==> src/hdl/rn_pkg.sv <==
package rn_pkg;

   parameter int NUM_LREGS = 32;   // Architectural registers
   parameter int NUM_PREGS = 64;   // Physical register file size

   typedef logic [4:0]  reg_addr_t;   // Logical register number
   typedef logic [5:0]  prf_addr_t;   // Physical register number
   typedef logic [7:0]  opc_t;        // Opaque to rename
   typedef logic [31:0] pc_t;
   typedef logic [31:0] data_t;

   // Decoded micro-op as handed over by decode
   typedef struct packed {
      opc_t      opc;
      pc_t       pc;
      data_t     imm;
      reg_addr_t lrs1;
      reg_addr_t lrs2;
      reg_addr_t lrd;
      logic      lrd_we;    // Micro-op writes a destination
   } rn_uop_t;

   // One retiring micro-op from the ROB
   typedef struct packed {
      logic      valid;
      reg_addr_t lrd;
      prf_addr_t prd;       // New mapping, becomes architectural
      prf_addr_t pfree;     // Old mapping, back to free list
      logic      prd_we;
   } rn_commit_t;

endpackage

==> src/hdl/rn_fl.sv <==
`timescale 1ns/100ps

module rn_fl (
   input  logic               clk,
   input  logic               rst,
   input  logic               ren_we,
   input  logic               rollback,
   input  rn_pkg::rn_commit_t commit,
   output rn_pkg::prf_addr_t  fl_prd,
   output logic               fl_empty
);

   // Physical registers beyond the architectural set start out free
   localparam int FL_DEPTH = rn_pkg::NUM_PREGS - rn_pkg::NUM_LREGS;
   localparam int FL_AW    = $clog2(FL_DEPTH);

   typedef logic [FL_AW:0] fl_ptr_t;   // MSB is the wrap bit

   rn_pkg::prf_addr_t fl_mem [FL_DEPTH];

   fl_ptr_t spec_head;      // Next register given to rename
   fl_ptr_t cmt_head;       // Head as the committed state sees it
   fl_ptr_t tail;           // Next push slot
   fl_ptr_t cmt_head_nxt;   // Committed head after this cycle's commit
   logic    push;

   assign push = commit.valid & commit.prd_we;
   assign cmt_head_nxt = push ? cmt_head + fl_ptr_t'(1) : cmt_head;

   // Head entry offered combinationally
   assign fl_prd = fl_mem[spec_head[FL_AW-1:0]];

   // Same slot and same wrap means nothing left to hand out
   assign fl_empty = (spec_head == tail);

   // Storage
   always_ff @(posedge clk) begin
      if (rst) begin
         for (int i = 0; i < FL_DEPTH; i++) begin
            fl_mem[i] <= rn_pkg::prf_addr_t'(rn_pkg::NUM_LREGS + i);   // 32..63 in order
         end
      end else if (push) begin
         fl_mem[tail[FL_AW-1:0]] <= commit.pfree;   // Old mapping is dead now
      end
   end

   // Pointers
   always_ff @(posedge clk) begin
      if (rst) begin
         spec_head <= '0;
         cmt_head  <= '0;
         tail      <= fl_ptr_t'(FL_DEPTH);   // Full after reset
      end else begin
         cmt_head <= cmt_head_nxt;
         if (push) begin
            tail <= tail + fl_ptr_t'(1);
         end
         // Rollback hands back everything popped past the committed head
         if (rollback) begin
            spec_head <= cmt_head_nxt;
         end else if (ren_we) begin
            spec_head <= spec_head + fl_ptr_t'(1);
         end
      end
   end

   // Committed head trails the speculative head, and the tail stays
   // one full depth ahead of it, so a push never overwrites a live entry

endmodule

==> src/hdl/rn_rat.sv <==
`timescale 1ns/100ps

module rn_rat (
   input  logic               clk,
   input  logic               rst,
   input  logic               ren_we,
   input  logic               rollback,
   input  rn_pkg::reg_addr_t  lrs1,
   input  rn_pkg::reg_addr_t  lrs2,
   input  rn_pkg::reg_addr_t  lrd,
   input  rn_pkg::prf_addr_t  fl_prd,
   input  rn_pkg::rn_commit_t commit,
   output rn_pkg::prf_addr_t  prs1,
   output rn_pkg::prf_addr_t  prs2,
   output rn_pkg::prf_addr_t  pold
);

   localparam int NL = rn_pkg::NUM_LREGS;

   rn_pkg::prf_addr_t spec_tbl [NL];   // Speculative map, used by rename
   rn_pkg::prf_addr_t arch_tbl [NL];   // Committed map
   rn_pkg::prf_addr_t arch_nxt [NL];   // Committed map after this cycle
   logic              cmt_we;

   assign cmt_we = commit.valid & commit.prd_we;

   // Rename lookups from the speculative map
   assign prs1 = spec_tbl[lrs1];
   assign prs2 = spec_tbl[lrs2];
   assign pold = spec_tbl[lrd];   // Read before this edge's write

   // Architectural table with the commit folded in
   always_comb begin
      arch_nxt = arch_tbl;
      if (cmt_we) begin
         arch_nxt[commit.lrd] = commit.prd;
      end
   end

   always_ff @(posedge clk) begin
      if (rst) begin
         for (int i = 0; i < NL; i++) begin
            arch_tbl[i] <= rn_pkg::prf_addr_t'(i);   // Identity
         end
      end else begin
         arch_tbl <= arch_nxt;
      end
   end

   always_ff @(posedge clk) begin
      if (rst) begin
         for (int i = 0; i < NL; i++) begin
            spec_tbl[i] <= rn_pkg::prf_addr_t'(i);
         end
      end else if (rollback) begin
         // Whole table back to committed view in one edge
         // Includes a commit landing this same cycle
         spec_tbl <= arch_nxt;
      end else if (ren_we) begin
         spec_tbl[lrd] <= fl_prd;   // New mapping from free list head
      end
   end

   // Rename is stalled under rollback, so the two write paths
   // into the speculative table never meet on one edge

   // Logical 0 is filtered upstream, its entry stays at physical 0

endmodule

==> src/hdl/rn_rob_alloc.sv <==
`timescale 1ns/100ps

module rn_rob_alloc #(
   parameter int ROB_AW = 4
) (
   input  logic              clk,
   input  logic              rst,
   input  logic              alloc,
   input  logic              commit_valid,
   input  logic              rollback,
   output logic [ROB_AW-1:0] rob_id,
   output logic              rob_full
);

   logic [ROB_AW-1:0] head;       // Oldest uncommitted slot
   logic [ROB_AW-1:0] tail;       // Next slot to hand out
   logic [ROB_AW-1:0] head_nxt;
   logic [ROB_AW:0]   cnt;        // Slots in flight, 0..2**ROB_AW
   logic              alloc_ok;
   logic              free_ok;

   assign alloc_ok = alloc & ~rob_full;
   assign free_ok  = commit_valid & (cnt != '0);   // Ignore commit on empty ROB
   assign head_nxt = free_ok ? head + ROB_AW'(1) : head;

   assign rob_id   = tail;
   assign rob_full = cnt[ROB_AW];   // MSB only set at full depth

   always_ff @(posedge clk) begin
      if (rst) begin
         head <= '0;
         tail <= '0;
         cnt  <= '0;
      end else begin
         head <= head_nxt;
         if (rollback) begin
            tail <= head_nxt;   // Drop all uncommitted slots
            cnt  <= '0;
         end else begin
            if (alloc_ok) begin
               tail <= tail + ROB_AW'(1);   // Wraps modulo depth
            end
            case ({alloc_ok, free_ok})
               2'b10:   cnt <= cnt + (ROB_AW+1)'(1);
               2'b01:   cnt <= cnt - (ROB_AW+1)'(1);
               default: cnt <= cnt;   // Both or neither
            endcase
         end
      end
   end

endmodule

==> src/hdl/rn.sv <==
`timescale 1ns/100ps

module rn #(
   parameter int ROB_AW = 4
) (
   input  logic               clk,
   input  logic               rst,
   input  logic               rn_valid,
   input  rn_pkg::rn_uop_t    rn_uop,
   output logic               rn_stall_req,
   input  logic               issue_ready,
   input  logic               rollback,
   input  rn_pkg::rn_commit_t commit,
   output logic               issue_push,
   output rn_pkg::rn_uop_t    issue_uop,
   output rn_pkg::prf_addr_t  issue_prs1,
   output rn_pkg::prf_addr_t  issue_prs2,
   output rn_pkg::prf_addr_t  issue_prd,
   output rn_pkg::prf_addr_t  issue_pfree,
   output logic               issue_prd_we,
   output logic [ROB_AW-1:0]  issue_rob_id
);

   rn_pkg::prf_addr_t fl_prd;
   rn_pkg::prf_addr_t prs1;
   rn_pkg::prf_addr_t prs2;
   rn_pkg::prf_addr_t pold;
   logic              fl_empty;
   logic              rob_full;
   logic [ROB_AW-1:0] rob_id;
   logic              needs_rd;   // Destination to rename, r0 excluded
   logic              accept;
   logic              ren_we;

   assign needs_rd = rn_uop.lrd_we & (rn_uop.lrd != '0);

   // Any resource short or a flush in progress
   assign rn_stall_req = (fl_empty & needs_rd) | rob_full | ~issue_ready | rollback;

   assign accept = rn_valid & ~rn_stall_req;
   assign ren_we = accept & needs_rd;   // Shared by free list and map table

   rn_fl u_rn_fl (
      .clk      (clk),
      .rst      (rst),
      .ren_we   (ren_we),
      .rollback (rollback),
      .commit   (commit),
      .fl_prd   (fl_prd),
      .fl_empty (fl_empty)
   );

   rn_rat u_rn_rat (
      .clk      (clk),
      .rst      (rst),
      .ren_we   (ren_we),
      .rollback (rollback),
      .lrs1     (rn_uop.lrs1),
      .lrs2     (rn_uop.lrs2),
      .lrd      (rn_uop.lrd),
      .fl_prd   (fl_prd),
      .commit   (commit),
      .prs1     (prs1),
      .prs2     (prs2),
      .pold     (pold)
   );

   rn_rob_alloc #(
      .ROB_AW (ROB_AW)
   ) u_rn_rob_alloc (
      .clk          (clk),
      .rst          (rst),
      .alloc        (accept),   // Every accepted uop takes a slot
      .commit_valid (commit.valid),
      .rollback     (rollback),
      .rob_id       (rob_id),
      .rob_full     (rob_full)
   );

   always_ff @(posedge clk) begin
      if (rst) begin
         issue_push <= 1'b0;
      end else begin
         issue_push <= accept;   // One cycle per accepted uop
      end
   end

   // Payload only loads on accept
   always_ff @(posedge clk) begin
      if (accept) begin
         issue_uop    <= rn_uop;
         issue_prs1   <= prs1;
         issue_prs2   <= prs2;
         issue_prd    <= fl_prd;   // Don't care when prd_we is low
         issue_prd_we <= ren_we;
         issue_pfree  <= pold;     // Freed when this uop commits
         issue_rob_id <= rob_id;
      end
   end

endmodule

==> config.mk <==
export PLATFORM = sky130hd
export DESIGN_NAME = rn
export DESIGN_NICKNAME = d
export VERILOG_FILES = /design/src/hdl/rn_pkg.sv /design/src/hdl/rn_fl.sv /design/src/hdl/rn_rat.sv /design/src/hdl/rn_rob_alloc.sv /design/src/hdl/rn.sv
export SDC_FILE = /design/constraint.sdc
export NUM_CORES = 1
export LEC_CHECK = 0
export BUFFER_PORTS_ARGS = -buffer_cell sky130_fd_sc_hd__buf_2
export CAP_MARGIN = 40
export CORE_UTILIZATION = 35
export CTS_BUF_LIST = sky130_fd_sc_hd__clkbuf_8
export DETAILED_ROUTE_END_ITERATION = 8
export PLACE_DENSITY = 0.6
export SYNTH_ARGS = -nofsm -noshare
export SYNTH_HDL_FRONTEND = slang
export SYNTH_SLANG_ARGS = --single-unit
==> constraint.sdc <==
create_clock -name clk -period 14.2 [get_ports clk]
set_clock_uncertainty 0.2 [all_clocks]
set_input_delay 0.71 -clock clk [delete_from_list [all_inputs] [get_ports clk]]
set_output_delay 0.71 -clock clk [all_outputs]
set_load 0.01 [all_outputs]
==> results of run 1 <==
[final cells by class]
| cell class | instances | area, um^2 | share of cell area (%) |
|---|---|---|---|
| Tap cell | 1276 | 1597 | 4.003 |
| Multi-Input combinational cell | 1767 | 15370 | 38.53 |
| Clock inverter | 95 | 528.0 | 1.324 |
| Clock buffer | 134 | 1844 | 4.624 |
| Timing Repair Buffer | 377 | 2648 | 6.638 |
| Sequential cell | 730 | 17710 | 44.41 |
| Inverter | 48 | 186.4 | 0.4674 |
| Antenna cell | 1 | 2.502 | 0.006274 |
[synth_stat cells, types with 6 or more instances]
cell         n  area, um^2
a221o_1     20       200.2
dfxtp_1    421        8428
xor2_1       9       78.83
o21ai_1     15       75.07
nand4_1     30       187.7
and2_1      47       294.0
o22a_1       6       52.55
a311o_1     10       100.1
or2_2       14       87.58
a21oi_1     95       475.5
a32oi_1     21       183.9
nand3_1     74       370.4
mux2_2      85       957.2
and3_1      28       175.2
o221ai_1    52       455.4
mux2i_4      6       135.1
a22oi_1      6       45.04
o2111ai_1   11       96.34
buf_4        7       52.55
buf_2       23       115.1
xnor2_1     14       122.6
nand3b_1     9       67.56
or3_1       59       369.1
nor3_1      65       325.3
a221oi_1    26       227.7
buf_1       30       112.6
o31ai_1     27       202.7
nor2b_1     32       200.2
nand2_1    151       566.8
inv_1       41       153.9
a211o_1     17       148.9
nor4_1      17       106.4
clkbuf_1   204       765.7
a2bb2oi_1   24       210.2
nand2b_1    66       412.9
edfxtp_1   309        9279
o211ai_1    46       345.3
mux4_2     232        5225
mux2i_1     90       900.9
ha_1        12       150.1
or3b_2       6       52.55
nor2_1     187       701.9
o21ai_0    102       510.5
[report_power, final]
part           total, mW  switching [mW]  internal [mW]
clock               1.82           0.888          0.929
combinational      0.438           0.282          0.155
sequential          2.26          0.0339           2.23
[state kept, by name, summed over array words and instances, names as in the netlist, named ones only]
register               cells
u_rn_fl.fl_mem           192
u_rn_rat.arch_tbl        192
u_rn_rat.spec_tbl        192
issue_uop                 88
issue_pfree                6
issue_prd                  6
issue_prs1                 6
issue_prs2                 6
u_rn_fl.cmt_head           6
u_rn_fl.spec_head          6
u_rn_fl.tail               6
u_rn_rob_alloc.cnt         5
issue_rob_id               4
u_rn_rob_alloc.head        4
u_rn_rob_alloc.rob_id      4
issue_prd_we               1
issue_push                 1
[cells by family (layout without fill, tap and decap cells)]
family | count (synthesis) | in the layout
AND/OR/NAND/NOR | 812 | 812
flip-flops | 730 | 730
AO/OA/AOI/OAI | 506 | 506
multiplexers | 413 | 413
buffers and inverters | 315 | 654
XOR/XNOR | 23 | 23
adder cells (fa/ha/maj) | 13 | 13
other | 0 | 1
[per-layer routing]
| layer | vias to the layer above | part of all wire [%] | track usage (%) | wire, um |
|---|---|---|---|---|
| li1 | 11320 | - | - | - |
| met1 | 12760 | 40 | 28.43 | 44040 |
| met2 | 1381 | 47 | 34.59 | 50730 |
| met3 | 310 | 8.3 | 3.664 | 9098 |
| met4 | 4 | 4.8 | 10.12 | 5183 |
| met5 | - | 0.031 | 0 | 34 |
[placed cells by master, fill, tap and decap left out, drive strengths merged, types with 10 or more instances in the layout]
master	n
mux2	85
mux4	232
and2	47
or2	15
o211ai	46
o2111ai	11
o21ai	117
dfxtp	421
and3	28
nor4	17
a211o	17
nor3	66
a2bb2oi	24
or3	59
clkinv	39
clkbuf	135
a221oi	26
buf	303
xnor2	14
nand2b	66
nor2b	32
dlygate4sd3	73
nand3	74
a311o	10
ha	12
o31ai	27
a32oi	21
a221o	20
a21oi	95
inv	99
nand4	30
o221ai	52
nor2	187
mux2i	96
edfxtp	309
nand2	151
[per-stage QoR]
step / utilization, % / area, um^2
2_1_floorplan: - / 34290
3_3_place_gp: 37.56 / 36380
3_5_place_dp: 37.95 / 36760
4_1_cts: 41.16 / 39860
5_1_grt: 41.18 / 39880
6_report: 41.18 / 39880
[worst paths after layout]
path                     startpoint                     end  slack [ns]  depth (start not counted)
max                 u_rn_fl.tail[2]   u_rn_rob_alloc.cnt[4]        9.35                         15
min                       rn_uop[6]            issue_uop[6]        0.05                          1
max reg2reg         u_rn_fl.tail[2]   u_rn_rob_alloc.cnt[4]        9.35                         15
min reg2reg  u_rn_rat.arch_tbl[103]  u_rn_rat.arch_tbl[103]        0.26                          2
[repair_timing]
item,CTS,global route
hold buffers,73,0
hold endpoints to repair,73,0
gates resized for setup,0,0
==> results by group, run 1 <==
Outcome
  • Outcome: finished, violations left
  • Failing checks: DRC

Power
  • Pwr dens: around 110 nW/um^2
  • VDD IR-drop max: 0.00007295 V
  • Tot Pwr: around 4.5 mW
  • Leakage: around 14 nW

STA
  • Worst-margin pin slew: roughly 0.97 ns
  • Post-Route Setup TNS: 0 ns
  • Final Max Slew Viols: 0
  • Hold Fails Final Rpt: 0
  • Finish-stage setup viols: 0
  • Final setup margin: about 9.3 ns
  • RSZ-0062 raised after global routing: no
  • Crit path time final: 4.851 ns
  • Fmax: roughly 0.21 GHz
  • WHS: 0.05424 ns
  • Fin crit share: 34.16%
  • Slew HR: 34.72%

Placement
  • Placer Congestion: between 0.9 and 1
  • Dpl hpwl: between 70000 and 80000 um
  • Dpl ws: 9.269 ns
  • Number of I/O port buffers: between 200 and 250
  • # placed instances: 4121

Synthesis
  • Post-Synth Adder-Cell Area: less than 1%
  • Syn. warnings: 0
  • Syn avg cell area: about 12 um^2
  • Ys flop type: dfxtp_1
  • Count of cell types in the netlist: 75
  • Post-synthesis mux area share: between 20% and 30%
  • FFs w/ async S/R, synth: 0%
  • #FFs+latches synth: between 700 and 800
  • Synthesized netlist cell count: between 2000 and 3000
  • Syn Nets: 2937
  • Seq/Total Area, Yosys: 51.64%
  • Post-Synth XOR/XNOR Area: less than 1%
  • Compound-Gate Fraction of Synth Area: a little over a tenth
  • Post-synth EDFFs: between 300 and 400
  • Cell area after synthesis: 34290 um^2
  • Synth Area in Simple Gates: 12.15%
  • Largest family of logic cells by synthesized area: multiplexers

Clocking
  • Clock Pin Slew Worst Setup and Hold Paths: 0.07 ns
  • CTS tree: built
  • Root buffer cell: clkbuf_8
  • Post-CTS Setup Bufs: 0
  • H-tree depth: 3
  • Worst-Skew Late Latency: around 0.80 ns
  • Clock tree buffer depth: 3
  • TritonCTS buffer count: approximately 120
  • CTS sink count: 730

Finish
  • Share of layout cells above drive strength 1: 26.18%
  • Area grow syn2layout: 16.31%
  • Nets: 3170
  • Finished Layout Cells: 4428
  • Fillers: 9179

Critical path
  • Cell family with most CP delay: simple AND/OR/NAND/NOR gates
  • CP Class: reg -> reg
  • Slowest cell on the critical path: dfxtp_1
  • Crit path arrival time: roughly 5.3 ns
  • CP Launch Type: flop
  • CP endpoint kind: flop
  • Max FO, Critical Path: 42
  • Critical Path RT: 14.68 ns
  • CP cell instances: xnor2_1, nand4_1, nor2_1, a21oi_4, buf_4, buf_16, clkinv_1, ha_1, inv_1, fa_1, nor2b_1, o21ai_0, and3_1, or4_1, a21oi_1
  • Buf/Inv on CP: 4
  • CP peak stage delay: between 0.6 and 0.7 ns

Floorplan
  • Ports: ~230
  • Initial core utilization: between 30% and 40%
  • Die Width: between 300 and 400 um
  • Die area: between 90000 and 100000 um^2
  • Die Span Y: between 300 and 400 um
  • Row count: 114
  • Core area: approximately 97000 um^2

Detailed routing
  • Drt pass-1 iters: 8
  • Initial DRC count: 2893
  • DR WL/cell: around 25 um
  • Detailed-route vias per instance: around 5.8
  • Post-DRT Antenna Nets: 0
  • WL final: 109100 um
  • DR DRC count: 36
  • Total number of vias: approximately 26000

Global route
  • First-pass GRT wire length: roughly 160000 um
  • Overflow after GRT: 0
  • Antenna violations before repair: 6
  • Largest net degree at the start of global routing: 85
  • Total track usage: roughly 22%
  • Vias in the first global route: roughly 25000

Min path
  • Min-Delay Path Class: in -> reg

Job
  • Max_cap viols: 0
Note: power is estimated with default switching activity, not from simulation.
==> inputs of run 2 (changes only) <==
- PLACE_DENSITY: 0.6 -> 0.62
- clock period: 14.2 -> 4.15 ns (I/O delays scaled with it)
==> run 2 against run 1 <==
The run still ends with DRC left. Global-route usage grew 1.0 points. Non-clock buffer count grew 160. Worst hold slack gained 0.0052 ns. Register-to-register slack lost 8.8 ns. Sequential share of layout area shrank 1.8 points. Largest power group unchanged. Clock-buffer cell count shrank 2. Critical endpoint is now u_rn_rat.spec_tbl[179]. Setup slack lost 8.8 ns. Design area grew 4.3%. Combinational power grew to 3.8 times the previous value.
==> results by group, run 2 (synthesized netlist as in run 1, its figures left out) <==
Critical path
  • CP cell instances: nand4bb_1, dlygate4sd3_1, buf_4, a211oi_1, o21ai_1, buf_4, clkinv_1, nand4_1, o21ai_1, dlygate4sd3_1
  • CP endpoint kind: flop
  • CP peak stage delay: 0.56 ns (-0.06 ns)
  • Max FO, Critical Path: 14 (-67%)
  • Slowest cell on the critical path: dlygate4sd3_1
  • Buf/Inv on CP: 5 (+1)
  • CP Class: reg -> reg
  • Critical Path RT: 4.69 ns (-9.99 ns)
  • Crit path arrival time: 4.12 ns (-1.21 ns)
  • CP Launch Type: flop
  • Cell family with most CP delay: buffers and inverters

Clocking
  • CTS sink count: 730 (unchanged)
  • Hold buffer count at cts: 192 (+160%)
  • Worst-Skew Late Latency: 0.79 ns (about the same)
  • Clock Pin Slew Worst Setup and Hold Paths: 0.07 ns (about the same)
  • Root buffer cell: clkbuf_8
  • Resized cells post-CTS: 0 (unchanged)
  • Post-CTS Setup Bufs: 0 (unchanged)
  • Clock tree buffer depth: 3 (unchanged)
  • H-tree depth: 3 (unchanged)
  • TritonCTS buffer count: 118 (-2.5%)
  • CTS tree: built

STA
  • Fmax: 0.2789 GHz (+35%)
  • Fin crit share: 86.40% (+52 points)
  • Final Max Slew Viols: 0 (unchanged)
  • Crit path time final: 3.585 ns (-1.266 ns)
  • Finish-stage setup viols: 0 (unchanged)
  • Hold Fails Final Rpt: 0 (unchanged)
  • WHS: 0.05941 ns (+0.005164 ns)
  • RSZ-0062 raised after global routing: no
  • Worst-margin pin slew: 0.9746 ns (+0.005711 ns)
  • Slew HR: 33.64% (-1.1 points)
  • Final setup margin: 0.5646 ns (-8.784 ns)

Global route
  • Vias in the first global route: 26180 (+4.9%)
  • Total track usage: 22.62% (+1.0 points)
  • First-pass GRT wire length: 169700 um (+4.8%)
  • Antenna violations before repair: 4 (-2)
  • Largest net degree at the start of global routing: 124 (+46%)
  • Overflow after GRT: 0 (unchanged)

Floorplan
  • Row count: 114 (unchanged)
  • Initial core utilization: 35.41% (unchanged)
  • Die Width: 315.0 um (unchanged)
  • Die area: 99230 um^2 (unchanged)
  • Ports: 231 (unchanged)
  • Core area: 96850 um^2 (unchanged)
  • Die Span Y: 315.0 um (unchanged)

Finish
  • Post-Route Utilization: 42.95% (+1.8 points)
  • Most common cell after layout, fill and taps aside: dfxtp_1
  • Finished Layout Cells: 4583 (+3.5%)
  • Area grow syn2layout: 21.31%
  • Most frequent cells in the layout: dfxtp_1, edfxtp_1, buf_2
  • Largest registers: u_rn_fl.fl_mem: 192 flops, u_rn_rat.arch_tbl: 192 flops, u_rn_rat.spec_tbl: 192 flops
  • Nets: 3327 (+5.0%)
  • Share of layout cells above drive strength 1: 26.75% (+0.57 points)
  • Fillers: 8988 (-2.1%)
  • Finished Cell Area: 41600 um^2 (+4.3%)

Detailed routing
  • WL final: 113300 um (+3.9%)
  • Detailed-route vias per instance: 5.825 (+0.11%)
  • Initial DRC count: 3206 (+11%)
  • Drt pass-1 iters: 9 (+1)
  • DR DRC count: 66 (+83%)
  • DR WL/cell: 24.73 um (+0.38%)
  • Total number of vias: 26700 (+3.6%)
  • Post-DRT Antenna Nets: 0 (unchanged)

Power
  • Switching power: 4.209 mW (+250%)
  • Internal power: 11.55 mW (+250%)
  • Register share of total power: 49.1% (-1.0 points)
  • Clk pwr share: 40.4% (+0.2 points)
  • Leakage: 14.35 nW (+5.0%)
  • Sw Share: 26.71% (+0.063 points)
  • VDD IR-drop max: 0.0002711 V (+270%)
  • Pwr dens: 378.8 nW/um^2 (+230%)
  • Logic pwr share: 10.5% (+0.8 points)

Job
  • Max_cap viols: 0 (unchanged)

Placement
  • Placement Cell Area: 37260 um^2 (+1.4%)
  • Number of I/O port buffers: 230 (unchanged)
  • Placer Congestion: 0.9679 (+2.1%)
  • Dpl ws: 0.7509 ns (-8.518 ns)
  • # placed instances: 4163 (+1.0%)
  • Dpl hpwl: 74060 um (+4.1%)

Outcome
  • Failing checks: DRC
  • Outcome: finished, violations left

Min path
  • Min-Delay Path Class: in -> reg
run 2: cell count changes in the layout (fill, tap and decap cells not counted), moves of 3 or more:
cell / delta
buf_12: +17
buf_16: -5
buf_4: +30
clkinv_1: +7
clkinv_2: +10
dlygate4sd3_1: +119
inv_1: -21
inv_6: -3
run 2: layer usage:
layer	global-route usage [%]	up-vias	part of all wire, %
met3	4.552	315	9.3
met4	9.731	4	4.4
met5	0	-	0.020
met1	29.22	13260	40
li1	-	11640	-
met2	36.73	1474	47
run 2: power by group through the flow:
stage / logic, mW / clock network, mW / registers, mW
2_1_floorplan: 0.852 / 0 / 7.86
3_3_place_gp: 1.44 / 0 / 7.88
3_5_place_dp: 1.48 / 0 / 7.89
4_1_cts: 1.62 / 6.46 / 7.73
5_1_grt: 1.72 / 6.75 / 7.75
6_report: 1.66 / 6.36 / 7.74
run 2: worst paths after layout:
kind / depth (start not counted) / slack [ns] / start / to
worst max-delay path: 10 / 0.56 / u_rn_rob_alloc.cnt[4] / u_rn_rat.spec_tbl[179]
worst min-delay path: 2 / 0.06 / commit[6] / u_rn_fl.fl_mem[3][5]
worst max register to register: 10 / 0.56 / u_rn_rob_alloc.cnt[4] / u_rn_rat.spec_tbl[179]
worst min register to register: 0 / 0.26 / u_rn_rob_alloc.rob_id[3] / issue_rob_id[3]
run 2: layout make-up:
| type | count | area (um^2) | share of cell area [%] |
|---|---|---|---|
| Antenna cell | 2 | 5.005 | 0.01203 |
| Multi-Input combinational cell | 1767 | 15450 | 37.15 |
| Clock inverter | 91 | 575.6 | 1.384 |
| Tap cell | 1276 | 1597 | 3.838 |
| Timing Repair Buffer | 537 | 4252 | 10.22 |
| Sequential cell | 730 | 17710 | 42.58 |
| Clock buffer | 132 | 1817 | 4.368 |
| Inverter | 48 | 186.4 | 0.4482 |
run 2: metrics by stage:
step                      power [mW]  TNS (ns)
final                          15.76         0
after global placement         9.327         0
after CTS                      15.81         0
after detailed placement       9.369         0
after global routing           16.23         0
after floorplan                8.711    -4.418
